**src/verilog/ing_adapt_pkg.sv**
```systemverilog
//////////////////////////////////////////////////
// Widths, beat and word structs, counter events and slot names
// shared by all modules of the ingress port array adapter
//////////////////////////////////////////////////

package ing_adapt_pkg;

    //////////////////////////////////////////////////
    // Bus widths

    // Physical port beat and converged bus word sizes in bytes
    localparam int PHY_BYTES      = 2;
    localparam int BUS_BYTES      = 8;
    localparam int BEATS_PER_WORD = BUS_BYTES / PHY_BYTES;

    // Statistics slots per port
    localparam int NUM_CNTS       = 4;
    localparam int BYTE_CNT_W     = $clog2(BUS_BYTES + 1);

    //////////////////////////////////////////////////
    // Structs

    // One beat from a physical receive port
    typedef struct packed {
        logic [PHY_BYTES*8-1:0] data;
        logic [PHY_BYTES-1:0]   keep;
        logic                   last;
    } ing_phy_beat_t;

    // One converged bus word, byte 0 in the low lane
    typedef struct packed {
        logic [BUS_BYTES*8-1:0] data;
        logic [BUS_BYTES-1:0]   keep;
        logic                   last;
    } ing_bus_word_t;

    // Single-cycle statistics event from the frame gate
    typedef struct packed {
        logic                  word_pushed;
        logic [BYTE_CNT_W-1:0] byte_count;
        logic                  frame_done;
        logic                  drop_disabled;
        logic                  drop_full;
    } ing_event_t;

    // Counter slot order within a port
    typedef enum logic [1:0] {
        CNT_FRAMES        = 2'd0,
        CNT_BYTES         = 2'd1,
        CNT_DROP_DISABLED = 2'd2,
        CNT_DROP_FULL     = 2'd3
    } ing_cnt_idx_e;

endpackage

```
**src/verilog/ing_width_upsizer.sv**
```systemverilog
//////////////////////////////////////////////////
// Packs 16-bit phy beats into 64-bit bus words, one upsizer per port
// A word leaves when all lanes are filled or the frame ends
//////////////////////////////////////////////////

module ing_width_upsizer (
    input  logic                         ing_phys_ports,
    input  logic                         reset,
    input  logic                         phy_valid,
    input  ing_adapt_pkg::ing_phy_beat_t phy_beat,
    output logic                         word_valid,
    output ing_adapt_pkg::ing_bus_word_t word
);

    import ing_adapt_pkg::*;

    localparam int LANE_W    = $clog2(BEATS_PER_WORD);
    localparam int LANE_BITS = PHY_BYTES * 8;

    // Lane that the next accepted beat lands in
    logic [LANE_W-1:0]      lane;

    // Partially assembled word
    logic [BUS_BYTES*8-1:0] acc_data;
    logic [BUS_BYTES-1:0]   acc_keep;

    // Assembled word including the current beat
    logic [BUS_BYTES*8-1:0] next_data;
    logic [BUS_BYTES-1:0]   next_keep;
    logic                   word_done;

    //////////////////////////////////////////////////
    // Lane merge

    always_comb begin
        next_data = acc_data;
        next_keep = acc_keep;
        next_data[lane*LANE_BITS +: LANE_BITS] = phy_beat.data;
        next_keep[lane*PHY_BYTES +: PHY_BYTES] = phy_beat.keep;
    end

    // Top lane filled or frame ended
    assign word_done = phy_valid &&
                       (phy_beat.last || lane == LANE_W'(BEATS_PER_WORD - 1));

    //////////////////////////////////////////////////
    // Assembly state

    always_ff @(posedge ing_phys_ports) begin
        if (reset) begin
            lane       <= '0;
            acc_data   <= '0;
            acc_keep   <= '0;
            word_valid <= 1'b0;
        end else begin
            word_valid <= word_done;
            if (word_done) begin
                // Start the next word from empty lanes so unused bytes read as zero
                lane     <= '0;
                acc_data <= '0;
                acc_keep <= '0;
            end else if (phy_valid) begin
                lane     <= lane + 1'b1;
                acc_data <= next_data;
                acc_keep <= next_keep;
            end
        end
    end

    // Output word, loaded once per completed word
    always_ff @(posedge ing_phys_ports) begin
        if (word_done) begin
            word.data <= next_data;
            word.keep <= next_keep;
            word.last <= phy_beat.last;
        end
    end

    //////////////////////////////////////////////////
    // Checks

    // A half-filled beat may only close a frame
    partial_beat_is_last_a : assert property (
        @(posedge ing_phys_ports) disable iff (reset)
        phy_valid && (phy_beat.keep != '1) |-> phy_beat.last
    );

endmodule

```
**src/verilog/ing_frame_gate.sv**
```systemverilog
//////////////////////////////////////////////////
// Per-port frame admission control between upsizer and FIFO
// Decides at each frame start and holds that decision to frame end
//////////////////////////////////////////////////

module ing_frame_gate #(
    parameter int FIFO_DEPTH      = 16,
    parameter int MAX_FRAME_WORDS = 4
) (
    input  logic                                ing_phys_ports,
    input  logic                                reset,
    input  logic                                word_valid,
    input  ing_adapt_pkg::ing_bus_word_t        word,
    input  logic                                port_enable,
    input  logic [$clog2(FIFO_DEPTH):0]         free_words,
    output logic                                push,
    output ing_adapt_pkg::ing_bus_word_t        push_word,
    output ing_adapt_pkg::ing_event_t           stat_event,
    output logic                                connected,
    output logic                                buf_full_drop
);

    import ing_adapt_pkg::*;

    // Frame tracking
    logic                  in_frame;
    logic                  admit;
    logic                  frame_start;
    logic                  space_ok;
    logic                  admit_now;
    logic                  take;
    logic                  full_reject;
    logic [BYTE_CNT_W-1:0] keep_ones;

    //////////////////////////////////////////////////
    // Admission rule

    assign frame_start = word_valid && !in_frame;

    // The word pushed last cycle is not yet in free_words
    assign space_ok    = int'(free_words) >= MAX_FRAME_WORDS + int'(push);

    assign admit_now   = in_frame ? admit : (port_enable && space_ok);
    assign take        = word_valid && admit_now;
    assign full_reject = frame_start && port_enable && !space_ok;

    // Bytes carried by the incoming word
    always_comb begin
        keep_ones = '0;
        for (int i = 0; i < BUS_BYTES; i++) begin
            keep_ones = keep_ones + BYTE_CNT_W'(word.keep[i]);
        end
    end

    //////////////////////////////////////////////////
    // Control state and outputs

    always_ff @(posedge ing_phys_ports) begin
        if (reset) begin
            in_frame      <= 1'b0;
            admit         <= 1'b0;
            push          <= 1'b0;
            stat_event    <= '0;
            connected     <= 1'b0;
            buf_full_drop <= 1'b0;
        end else begin
            push                     <= take;
            stat_event.word_pushed   <= take;
            stat_event.byte_count    <= take ? keep_ones : '0;
            stat_event.frame_done    <= take && word.last;
            stat_event.drop_disabled <= frame_start && !port_enable;
            stat_event.drop_full     <= full_reject;
            buf_full_drop            <= full_reject;

            if (word_valid) begin
                in_frame <= !word.last;
            end
            if (frame_start) begin
                admit <= admit_now;
            end
            // Enable is sampled only between frames
            if (!in_frame) begin
                connected <= port_enable;
            end
        end
    end

    always_ff @(posedge ing_phys_ports) begin
        if (take) begin
            push_word <= word;
        end
    end

    //////////////////////////////////////////////////
    // Checks

    // Admission keeps the FIFO from overflowing
    no_push_when_full_a : assert property (
        @(posedge ing_phys_ports) disable iff (reset)
        push |-> free_words != '0
    );

    // A space drop discards the frame from its first word on
    full_drop_discards_a : assert property (
        @(posedge ing_phys_ports) disable iff (reset)
        buf_full_drop |-> !push && !admit
    );

endmodule

```
**src/verilog/ing_frame_fifo.sv**
```systemverilog
//////////////////////////////////////////////////
// Show-ahead FIFO of bus words with a registered head and valid/ready drain
//////////////////////////////////////////////////

module ing_frame_fifo #(
    parameter int FIFO_DEPTH = 16
) (
    input  logic                         ing_phys_ports,
    input  logic                         reset,
    input  logic                         push,
    input  ing_adapt_pkg::ing_bus_word_t push_word,
    output logic [$clog2(FIFO_DEPTH):0]  free_words,
    output logic                         out_valid,
    output ing_adapt_pkg::ing_bus_word_t out_word,
    input  logic                         out_ready
);

    import ing_adapt_pkg::*;

    localparam int PTR_W  = $clog2(FIFO_DEPTH);
    localparam int FREE_W = PTR_W + 1;

    ing_bus_word_t     mem [FIFO_DEPTH];
    logic [PTR_W-1:0]  wr_ptr;
    logic [PTR_W-1:0]  rd_ptr;

    // Words held in memory, and in memory plus the head register
    logic [FREE_W-1:0] mem_count;
    logic [FREE_W-1:0] occ;

    logic              pop;
    logic              out_free;
    logic              load;
    logic              bypass;
    logic              mem_wr;

    //////////////////////////////////////////////////
    // Head register control

    assign pop      = out_valid && out_ready;
    assign out_free = !out_valid || pop;

    // Refill the head from memory, or straight from the push when memory is empty
    assign load     = out_free && (mem_count != '0);
    assign bypass   = out_free && (mem_count == '0) && push;
    assign mem_wr   = push && !bypass;

    assign free_words = FREE_W'(FIFO_DEPTH) - occ;

    always_ff @(posedge ing_phys_ports) begin
        if (mem_wr) begin
            mem[wr_ptr] <= push_word;
        end
    end

    always_ff @(posedge ing_phys_ports) begin
        if (reset) begin
            wr_ptr    <= '0;
            rd_ptr    <= '0;
            mem_count <= '0;
            occ       <= '0;
            out_valid <= 1'b0;
        end else begin
            if (mem_wr) begin
                wr_ptr <= wr_ptr + 1'b1;
            end
            if (load) begin
                rd_ptr <= rd_ptr + 1'b1;
            end
            mem_count <= mem_count + FREE_W'(mem_wr) - FREE_W'(load);
            occ       <= occ + FREE_W'(push) - FREE_W'(pop);
            if (out_free) begin
                out_valid <= load || bypass;
            end
        end
    end

    always_ff @(posedge ing_phys_ports) begin
        if (load) begin
            out_word <= mem[rd_ptr];
        end else if (bypass) begin
            out_word <= push_word;
        end
    end

    //////////////////////////////////////////////////
    // Checks

    // Held word stays put under back-pressure
    hold_stable_a : assert property (
        @(posedge ing_phys_ports) disable iff (reset)
        out_valid && !out_ready |=> out_valid && $stable(out_word)
    );

endmodule

```
**src/verilog/ing_port_counters.sv**
```systemverilog
//////////////////////////////////////////////////
// Per-port statistics, four wrapping counters fed by gate events
//////////////////////////////////////////////////

module ing_port_counters #(
    parameter int CNT_WIDTH = 32
) (
    input  logic                                                  ing_phys_ports,
    input  logic                                                  reset,
    input  ing_adapt_pkg::ing_event_t                             stat_event,
    input  logic                                                  cnt_clear,
    output logic [ing_adapt_pkg::NUM_CNTS-1:0][CNT_WIDTH-1:0]     counts
);

    import ing_adapt_pkg::*;

    // Per-slot increment for this cycle
    logic [NUM_CNTS-1:0][CNT_WIDTH-1:0] incr;

    //////////////////////////////////////////////////
    // Event decode

    always_comb begin
        incr                    = '0;
        incr[CNT_FRAMES]        = CNT_WIDTH'(stat_event.frame_done);
        incr[CNT_DROP_DISABLED] = CNT_WIDTH'(stat_event.drop_disabled);
        incr[CNT_DROP_FULL]     = CNT_WIDTH'(stat_event.drop_full);
        if (stat_event.word_pushed) begin
            incr[CNT_BYTES] = CNT_WIDTH'(stat_event.byte_count);
        end
    end

    //////////////////////////////////////////////////
    // Counters

    // Clear wins over any increment in the same cycle
    always_ff @(posedge ing_phys_ports) begin
        if (reset || cnt_clear) begin
            counts <= '0;
        end else begin
            for (int i = 0; i < NUM_CNTS; i++) begin
                counts[i] <= counts[i] + incr[i];
            end
        end
    end

endmodule

```
**src/verilog/ing_port_array_adapt.sv**
```systemverilog
//////////////////////////////////////////////////
// Ingress port array adapter top, one upsizer, gate, FIFO
// and counter set per physical port
//////////////////////////////////////////////////

module ing_port_array_adapt #(
    parameter int NUM_PORTS       = 2,
    parameter int FIFO_DEPTH      = 16,
    parameter int MAX_FRAME_WORDS = 4,
    parameter int CNT_WIDTH       = 32
) (
    input  logic                                               ing_phys_ports,
    input  logic                                               reset,
    input  logic [NUM_PORTS-1:0]                               phy_valid,
    input  ing_adapt_pkg::ing_phy_beat_t                       phy_beat [NUM_PORTS],
    input  logic [NUM_PORTS-1:0]                               port_enable,
    input  logic [NUM_PORTS-1:0]                               cnt_clear,
    input  logic [NUM_PORTS-1:0]                               out_ready,
    output logic [NUM_PORTS-1:0]                               out_valid,
    output ing_adapt_pkg::ing_bus_word_t                       out_word [NUM_PORTS],
    output logic [ing_adapt_pkg::NUM_CNTS-1:0][CNT_WIDTH-1:0]  counts [NUM_PORTS],
    output logic [NUM_PORTS-1:0]                               connected,
    output logic [NUM_PORTS-1:0]                               buf_full_drop
);

    import ing_adapt_pkg::*;

    // FIFO depth must be a power of two and hold at least one frame
    if ((FIFO_DEPTH & (FIFO_DEPTH - 1)) != 0 || FIFO_DEPTH < MAX_FRAME_WORDS) begin : g_bad_cfg
        $error("FIFO_DEPTH must be a power of two no smaller than MAX_FRAME_WORDS");
    end

    //////////////////////////////////////////////////
    // Per-port pipelines

    for (genvar p = 0; p < NUM_PORTS; p++) begin : g_port
        logic                      word_valid;
        ing_bus_word_t             word;
        logic                      push;
        ing_bus_word_t             push_word;
        logic [$clog2(FIFO_DEPTH):0] free_words;
        ing_event_t                stat_event;

        ing_width_upsizer u_upsizer (
            .ing_phys_ports (ing_phys_ports),
            .reset          (reset),
            .phy_valid      (phy_valid[p]),
            .phy_beat       (phy_beat[p]),
            .word_valid     (word_valid),
            .word           (word)
        );

        ing_frame_gate #(
            .FIFO_DEPTH      (FIFO_DEPTH),
            .MAX_FRAME_WORDS (MAX_FRAME_WORDS)
        ) u_gate (
            .ing_phys_ports (ing_phys_ports),
            .reset          (reset),
            .word_valid     (word_valid),
            .word           (word),
            .port_enable    (port_enable[p]),
            .free_words     (free_words),
            .push           (push),
            .push_word      (push_word),
            .stat_event     (stat_event),
            .connected      (connected[p]),
            .buf_full_drop  (buf_full_drop[p])
        );

        ing_frame_fifo #(
            .FIFO_DEPTH (FIFO_DEPTH)
        ) u_fifo (
            .ing_phys_ports (ing_phys_ports),
            .reset          (reset),
            .push           (push),
            .push_word      (push_word),
            .free_words     (free_words),
            .out_valid      (out_valid[p]),
            .out_word       (out_word[p]),
            .out_ready      (out_ready[p])
        );

        ing_port_counters #(
            .CNT_WIDTH (CNT_WIDTH)
        ) u_counters (
            .ing_phys_ports (ing_phys_ports),
            .reset          (reset),
            .stat_event     (stat_event),
            .cnt_clear      (cnt_clear[p]),
            .counts         (counts[p])
        );
    end

endmodule

```
**config.mk**
```make
export PLATFORM = sky130hd
export DESIGN_NAME = ing_port_array_adapt
export DESIGN_NICKNAME = d
export VERILOG_FILES = /design/src/verilog/ing_adapt_pkg.sv /design/src/verilog/ing_width_upsizer.sv /design/src/verilog/ing_frame_gate.sv /design/src/verilog/ing_frame_fifo.sv /design/src/verilog/ing_port_counters.sv /design/src/verilog/ing_port_array_adapt.sv
export SDC_FILE = /design/constraint.sdc
export NUM_CORES = 2
export LEC_CHECK = 0
export BUFFER_PORTS_ARGS = -buffer_cell sky130_fd_sc_hd__clkbuf_2
export CAP_MARGIN = 40
export CORE_MARGIN = 4
export CORE_UTILIZATION = 45
export CTS_CLUSTER_DIAMETER = 200
export DETAILED_ROUTE_END_ITERATION = 8
export REMOVE_ABC_BUFFERS = 1
export SLEW_MARGIN = 20
export SYNTH_ARGS = -nofsm -noshare
export SYNTH_HDL_FRONTEND = slang
export SYNTH_SLANG_ARGS = --single-unit
```
**constraint.sdc**
```tcl
create_clock -name ing_phys_ports -period 22.9 [get_ports ing_phys_ports]
set_input_delay 4.58 -clock ing_phys_ports [delete_from_list [all_inputs] [get_ports ing_phys_ports]]
set_output_delay 4.58 -clock ing_phys_ports [all_outputs]
set_load 0.01 [all_outputs]
```
Word level (Yosys, flattened, before mapping)
Memories as Yosys holds them, arrays and structs flattened. A register that Yosys moved wholly into a read port is not among the register bits.
Cells that the tools add are included.
W data, S select, Z words.
{ "word_totals": {"regBits": 904, "latch_bits": 0, "ram_bits": 2336, "rom_bits": 0, "output_inout_bits": 408, "elab_cells": 196, "n_memories": 2} }
{ "mem_list": {"columns": ["memory", "depth", "width", "read_ports", "rd_clocked_by_memory_dff", "write_ports", "line", "source"], "rows": [
  ["g_port[0].u_fifo.mem", 16, 73, 1, 1, 1, "ing_frame_fifo.sv:23", "ing_bus_word_t mem [FIFO_DEPTH];"],
  ["g_port[1].u_fifo.mem", 16, 73, 1, 1, 1, "ing_frame_fifo.sv:23", null]
]} }
{ "classes": {"addsub": 44, "mul": 0, "div_mod_pow": 0, "order_cmp": 2, "eq_ne": 2, "n_shift": 8, "mux": 20, "bitwise_logic": 2, "n_reduce_logical": 56} }
{ "op_table": {"columns": ["cell", "n"], "rows": [
  ["$mux W73", 4],
  ["$add A32 B1 Y32", 6],
  ["$bwmux W64", 2],
  ["$shift A16 B34 Y64 const A", 2],
  ["$shiftx A16 B34 Y64", 2],
  ["$neg A3 Y34", 2],
  ["$neg A6 Y34", 2],
  ["$shift A2 B34 Y8 const A", 2],
  ["$shiftx A2 B34 Y8", 2],
  ["$add A32 B4 Y32", 2],
  ["$ge A6 B32 Y1", 2],
  ["$add A4 B1 Y4", 12],
  ["$logic_and A1 B1 Y1", 26],
  ["$mux W4", 6],
  ["$add A5 B1 Y5", 4],
  ["$sub A5 B1 Y5", 4],
  ["$add A4 B1 Y4 const B", 4],
  ["$bwmux W8", 2],
  ["$logic_not A1 Y1", 12],
  ["$logic_not A5 Y1", 2],
  ["$reduce_bool A5 Y1", 2],
  ["$sub A5 B5 Y5 const A", 2],
  ["$add A3 B1 Y4 const A", 2],
  ["$logic_or A1 B1 Y1", 8],
  ["other kinds (7)", 20]
]} }

Longest topological paths before layout
{ "logic_depth": {"ltp_word": 8, "depth_mapped": 16, "depth_no_buf": 14} }

Modules after synthesis
From an unflattened synthesis, not the netlist that was laid out.
{ "hier_totals": {"hier_cells": 6734, "hier_area_um2": 124608.3} }
{ "modules_own_cells": {"columns": ["module", "instances", "cells_each", "area_each_um2", "seq_area_each_um2"], "rows": [
  ["ing_frame_fifo at g_port[1].u_fifo", 1, 2094, 47934.7, 37726.2],
  ["ing_frame_fifo at g_port[0].u_fifo", 1, 2094, 47877.2, 37726.2],
  ["ing_width_upsizer at g_port[1].u_upsizer", 1, 501, 5883.1, 3693.5],
  ["ing_width_upsizer at g_port[0].u_upsizer", 1, 490, 5836.8, 3693.5],
  ["ing_port_counters at g_port[1].u_counters", 1, 646, 5764.3, 2562.5],
  ["ing_port_counters at g_port[0].u_counters", 1, 641, 5751.8, 2562.5],
  ["ing_frame_gate", 2, 134, 2780.2, 2412.3]
]} }

Least setup slack after synthesis
No wires, ideal clock.
{ "synth_path": {"path_kind": "input port to flip-flop", "startpoint": "input port out_ready[1]", "endpoint": "memory g_port[1].u_fifo.mem[1][0] in the netlist's numbering, enable pin", "t_arrival_ps": 10220, "slack_ps": 12086, "path_stages": 5, "path_cell_list": "nor2b_1 o21a_1 clkbuf_1 nand2_1 nor3_1"} }
{ "synth_between": {"elab_chain_len": 8} }
{ "synth_rtl": {"columns": ["element", "line", "source"], "rows": [
  ["start: declaration", "ing_port_array_adapt.sv:18", "input logic [NUM_PORTS-1:0] out_ready,"],
  ["$logic_and A1 B1 Y1", "ing_frame_fifo.sv:40", "assign pop = out_valid && out_ready;"],
  ["$logic_or A1 B1 Y1", "ing_frame_fifo.sv:41", "assign out_free = !out_valid || pop;"],
  ["$logic_and A1 B1 Y1 (2 in a row)", "ing_frame_fifo.sv:45", "assign bypass = out_free && (mem_count == '0) && push;"],
  ["$logic_not A1 Y1", "ing_frame_fifo.sv:46", "assign mem_wr = push && !bypass;"],
  ["$logic_and A1 B1 Y1", "ing_frame_fifo.sv:46", null],
  ["via g_port[1].u_fifo.mem_wr", "ing_frame_fifo.sv:35", "logic mem_wr;"],
  ["$mux W1", "ing_frame_fifo.sv:51", "if (mem_wr) begin"],
  ["$mux W1 (not written as such)", "ing_frame_fifo.sv:52", "mem[wr_ptr] <= push_word;"],
  ["end: declaration", "ing_frame_fifo.sv:23", null]
]} }
The timed path passes the listed nets, and every way through them passes these cells.

Worst setup path after layout
{ "layout_path": {"startpoint": "input port out_ready[1]", "endpoint": "memory g_port[1].u_fifo.mem[0][2] in the netlist's numbering, enable pin"} }
{ "layout_between": {"elab_chain_len": 8} }
{ "layout_rtl": {"columns": ["element", "line"], "rows": [
  ["$logic_and A1 B1 Y1", "ing_frame_fifo.sv:40"],
  ["$logic_or A1 B1 Y1", "ing_frame_fifo.sv:41"],
  ["$logic_and A1 B1 Y1 (2 in a row)", "ing_frame_fifo.sv:45"],
  ["$logic_not A1 Y1", "ing_frame_fifo.sv:46"],
  ["$logic_and A1 B1 Y1", "ing_frame_fifo.sv:46"],
  ["$mux W1", "ing_frame_fifo.sv:51"],
  ["$mux W1 (not written as such)", "ing_frame_fifo.sv:52"]
]} }
Every way passes these cells.

==> summary.md <==
| Metric | Value |
|---|---|
| Asr flop ratio synth | `0` |
| Fraction of layout cells with a size suffix above 1 | `0.228` |
| Clock Path Buffers | `4` |
| Setup bufs post-CTS | `0` |
| Grt ovf | `0` |
| Post-synth EDFFs | `2,774` |
| Post-cts resize count | `0` |
| Worst Hold Depth | `0` |
| Via count | `68,467` |
| Final RePlAce weighted congestion | `0.821` |
| TritonCTS Sinks | `3,248` |
| Synth area leader | `edfxtp_1` |
| Worst-margin pin slew | `1030 ps` |
| TritonCTS clock tree | `done` |
| Number of core rows | `roughly 190` |
| #FFs+latches synth | `3,248` |
| Avg Cell Area, Syn | `17.8 um^2` |
| Sequential fraction of the synthesis area | `0.739` |
| Setup repair after global routing missed its margin | `false` |
| Max FO, Critical Path | `31` |
| Vias in the first global route | `between 60,000 and 70,000` |
| Synth Warn # | `0` |
| Largest net degree at the start of global routing | `~120` |
| Hold slack | `between 300 and 400 ps` |
| Fin. max-slew vios | `0` |
| Routed WL | `324,000 um` |
| Hold path startpoint | `g_port[1].u_upsizer.word[61]$_DFFE_PP_` |
| Tot Pwr | `roughly 15 mW` |
| # placed instances | `10,972` |
| Post-route cell area | `0.145 mm^2` |
| DP Area | `0.133 mm^2` |
| Yosys cell types | `60` |
| Data arrival, critical path | `7310 ps` |
| Final ANT Viol Nets | `0` |
| VDD IR max | `0.0901 mV` |
| Die H | `536 um` |
| All-Layer GR Usage | `0.223` |
| Max-Cap Viols | `0` |
| Final nets | `7,766` |
| Post-synthesis cell count | `7,053` |
| Clock Skew | `73.2 ps` |
| Worst reg2reg path endpoint | `g_port[0].u_fifo.out_word[7]$_DFFE_PP_` |
| Slew headroom | `0.314` |
| Layout area overhead | `15.4%` |
| Setup tns final | `0 ps` |
| Number of port buffers | `roughly 460` |
| Leak Pwr | `47.3 nW` |
| HPWL after detailed placement | `201,000 um` |
| Worst reg-to-reg path cell count | `8` |
| Htree depth | `5` |
| Hold Path Sink | `g_port[1].u_gate.push_word[61]$_DFFE_PP_` |
| Clk Latency, worst-skew pair | `920 ps` |
| Horiz. Die Dim | `536 um` |
| Hold WC Path Type | `reg2reg` |
| Minimum setup slack among reg-to-reg paths | `~19,000 ps` |
| Post-synth top area share | `0.663` |
| Residual DRC | `0` |
| I/O Pins | `456` |
| Setup Crit Path Kind | `in2reg` |
| Setup violations, final | `0` |
| Initial antenna violation count | `15` |
| DR iter-0 viols | `6,713` |
| Crit end category | `flip-flop` |
| Top cells by area, synth | `edfxtp_1 (66%), mux4_2 (10%), dfxtp_1 (7.6%), mux2i_1 (1.4%), nand2_1 (1.3%)` |
| CTS root buf | `clkbuf_16` |
| Clk slew on worst S/H paths | `60 ps` |
| Post-Layout Cell Count | `between 10,000 and 15,000` |
| CTS buffer count | `approximately 340` |
| Power Density | `a little over 100 mW/mm^2` |
| Synthesized cell area | `0.126 mm^2` |
| DR pass1 iterations | `6` |
| WL per Instance | `27.9 um` |
| Core Area | `between 0.2 and 0.3 mm^2` |
| Max Clk Rate | `around 150 MHz` |
| DR vias/cell | `around 5.9` |
| Die ar. | `approximately 0.29 mm^2` |
| Initial Util | `0.453` |
| Fin crit period | `6770 ps` |
| Final period util | `0.296` |
| Top_reg_cell synth | `edfxtp_1` |
| Required time worst endpoint | `approximately 23,000 ps` |
| Hold buffers post-CTS | `0` |
| Final hold vios | `0` |
| First-pass GRT wire length | `476,000 um` |
| Setup crit start kind | `input pin` |
| Status | `complete, no violations` |
routing by layer:
metal	part of all wire	wire length [um]	GRT usage
met5	0	0	0
met4	0.022	7100	0.0513
met3	0.082	26500	0.0473
met2	0.47	153000	0.350
met1	0.43	138000	0.321
registers in the layout (all words and copies together), names as in the netlist, 4 cells and up, named ones only:
name                       flops
g_port.u_fifo.mem           2336
g_port.u_counters.counts     256
g_port.u_fifo.out_word       146
g_port.u_gate.push_word      146
g_port.u_upsizer.word        146
g_port.u_upsizer.acc_data    128
g_port.u_upsizer.acc_keep     16
g_port.u_gate.stat_event      14
g_port.u_fifo.mem_count       10
g_port.u_fifo.occ             10
g_port.u_fifo.rd_ptr           8
g_port.u_fifo.wr_ptr           8
g_port.u_upsizer.lane          4
how the worst max path moves through the flow:
stage	slack, ps	start	cells after the start	end
3_5_place_dp	15110	out_ready[1]	6	g_port[1].u_fifo.mem[7][19]$_DFFE_PP_
6_report	16130	out_ready[1]	8	g_port[1].u_fifo.mem[0][2]$_DFFE_PP_
5_1_grt	15980	out_ready[0]	7	g_port[0].u_fifo.mem[10][62]$_DFFE_PP_
3_3_place_gp	14990	out_ready[1]	6	g_port[1].u_fifo.mem[6][14]$_DFFE_PP_
4_1_cts	16090	out_ready[1]	6	g_port[1].u_fifo.mem[7][24]$_DFFE_PP_
2_1_floorplan	11940	flip-flop	4	g_port[0].u_fifo.out_word[71]$_DFFE_PP_
worst max-delay path, cell delays in order:
cell,delay (ps)
clkbuf_2,120
nor2b_1,380
o21a_1,340
nand2_1,290
nor3_2,190
buf_4,530
buf_4,530
buf_12,280
synthesized netlist by cell type (41+ instances only):
| cell | count |
|---|---|
| a211oi_1 | 150 |
| a21o_1 | 152 |
| a21oi_1 | 139 |
| a311oi_1 | 144 |
| and2_1 | 41 |
| and4_1 | 41 |
| buf_2 | 114 |
| clkbuf_1 | 246 |
| dfxtp_1 | 474 |
| edfxtp_1 | 2774 |
| ha_1 | 76 |
| inv_1 | 104 |
| mux2i_1 | 177 |
| mux4_2 | 584 |
| nand2_1 | 437 |
| nand2b_1 | 159 |
| nand3_1 | 86 |
| nand4_1 | 76 |
| nor2_1 | 311 |
| o21ai_0 | 57 |
| o22ai_1 | 148 |
| o31ai_1 | 50 |
| or3_1 | 83 |
| or4_1 | 56 |
| xnor2_1 | 43 |
| xor2_1 | 63 |
layout by cell type (no fill, tap or decap), types with 23 or more instances in the layout:
| cell | netlist | final |
|---|---|---|
| clkbuf_8 | 0 | 30 |
| o21ai_0 | 57 | 56 |
| a21o_1 | 152 | 152 |
| and4_1 | 41 | 41 |
| clkbuf_1 | 246 | 71 |
| o31ai_1 | 50 | 50 |
| nand2_1 | 437 | 435 |
| or3_1 | 83 | 83 |
| nor2_1 | 311 | 283 |
| edfxtp_1 | 2774 | 2774 |
| and2_1 | 41 | 41 |
| mux2i_1 | 177 | 177 |
| clkbuf_2 | 0 | 455 |
| clkinv_2 | 0 | 66 |
| nor2_4 | 0 | 28 |
| nand4_1 | 76 | 76 |
| ha_1 | 76 | 76 |
| buf_16 | 0 | 37 |
| bufinv_16 | 0 | 30 |
| nand2b_1 | 159 | 155 |
| buf_4 | 18 | 112 |
| a21oi_1 | 139 | 138 |
| nand3_1 | 86 | 86 |
| a211oi_1 | 150 | 150 |
| mux4_2 | 584 | 584 |
| a311oi_1 | 144 | 144 |
| nor4_1 | 26 | 26 |
| or4_1 | 56 | 56 |
| clkinv_1 | 0 | 48 |
| o22ai_1 | 148 | 148 |
| clkbuf_16 | 0 | 346 |
| inv_1 | 104 | 102 |
| dfxtp_1 | 474 | 466 |
| xor2_1 | 63 | 63 |
| and3_1 | 23 | 23 |
| xnor2_1 | 43 | 43 |
per-stage QoR:
step | util | setup WS (ps)
finish | 0.523 | 16130
global route | 0.523 | 15980
CTS | 0.522 | 16090
detailed placement | 0.481 | 15110
global placement | 0.476 | 14990
floorplan | - | 11940
power by group:
part	leakage [nW]	switching (mW)	internal, mW
clock network	5.54	2.31	3.24
registers	29.1	0.269	6.72
logic	12.7	1.29	0.954
layout make-up:
class                      instances  area [um^2]
multi-input combinational       3295        31100
inverter                         104          393
timing repair buffer             637         4660
antenna                            3         7.51
clock buffer                     447         9340
fill                           22128       132000
sequential                      3248        92800
tap                             3705         4640
clock inverter                   185         1990
cell families (layout without fill, tap and decap cells):
kind of cell    after synthesis  in the layout  synth area share
simple gates               1409           1409            0.0561
fa+ha+maj                    90             90           0.00980
compound gates              928            928            0.0521
mux                         762            762             0.119
other cells                   0              3                 0
flops                      3248           3248             0.739
buf+inv                     510           1373            0.0169
xor+xnor                    106            106           0.00739
No activity file was read; power rests on OpenSTA's default activity.
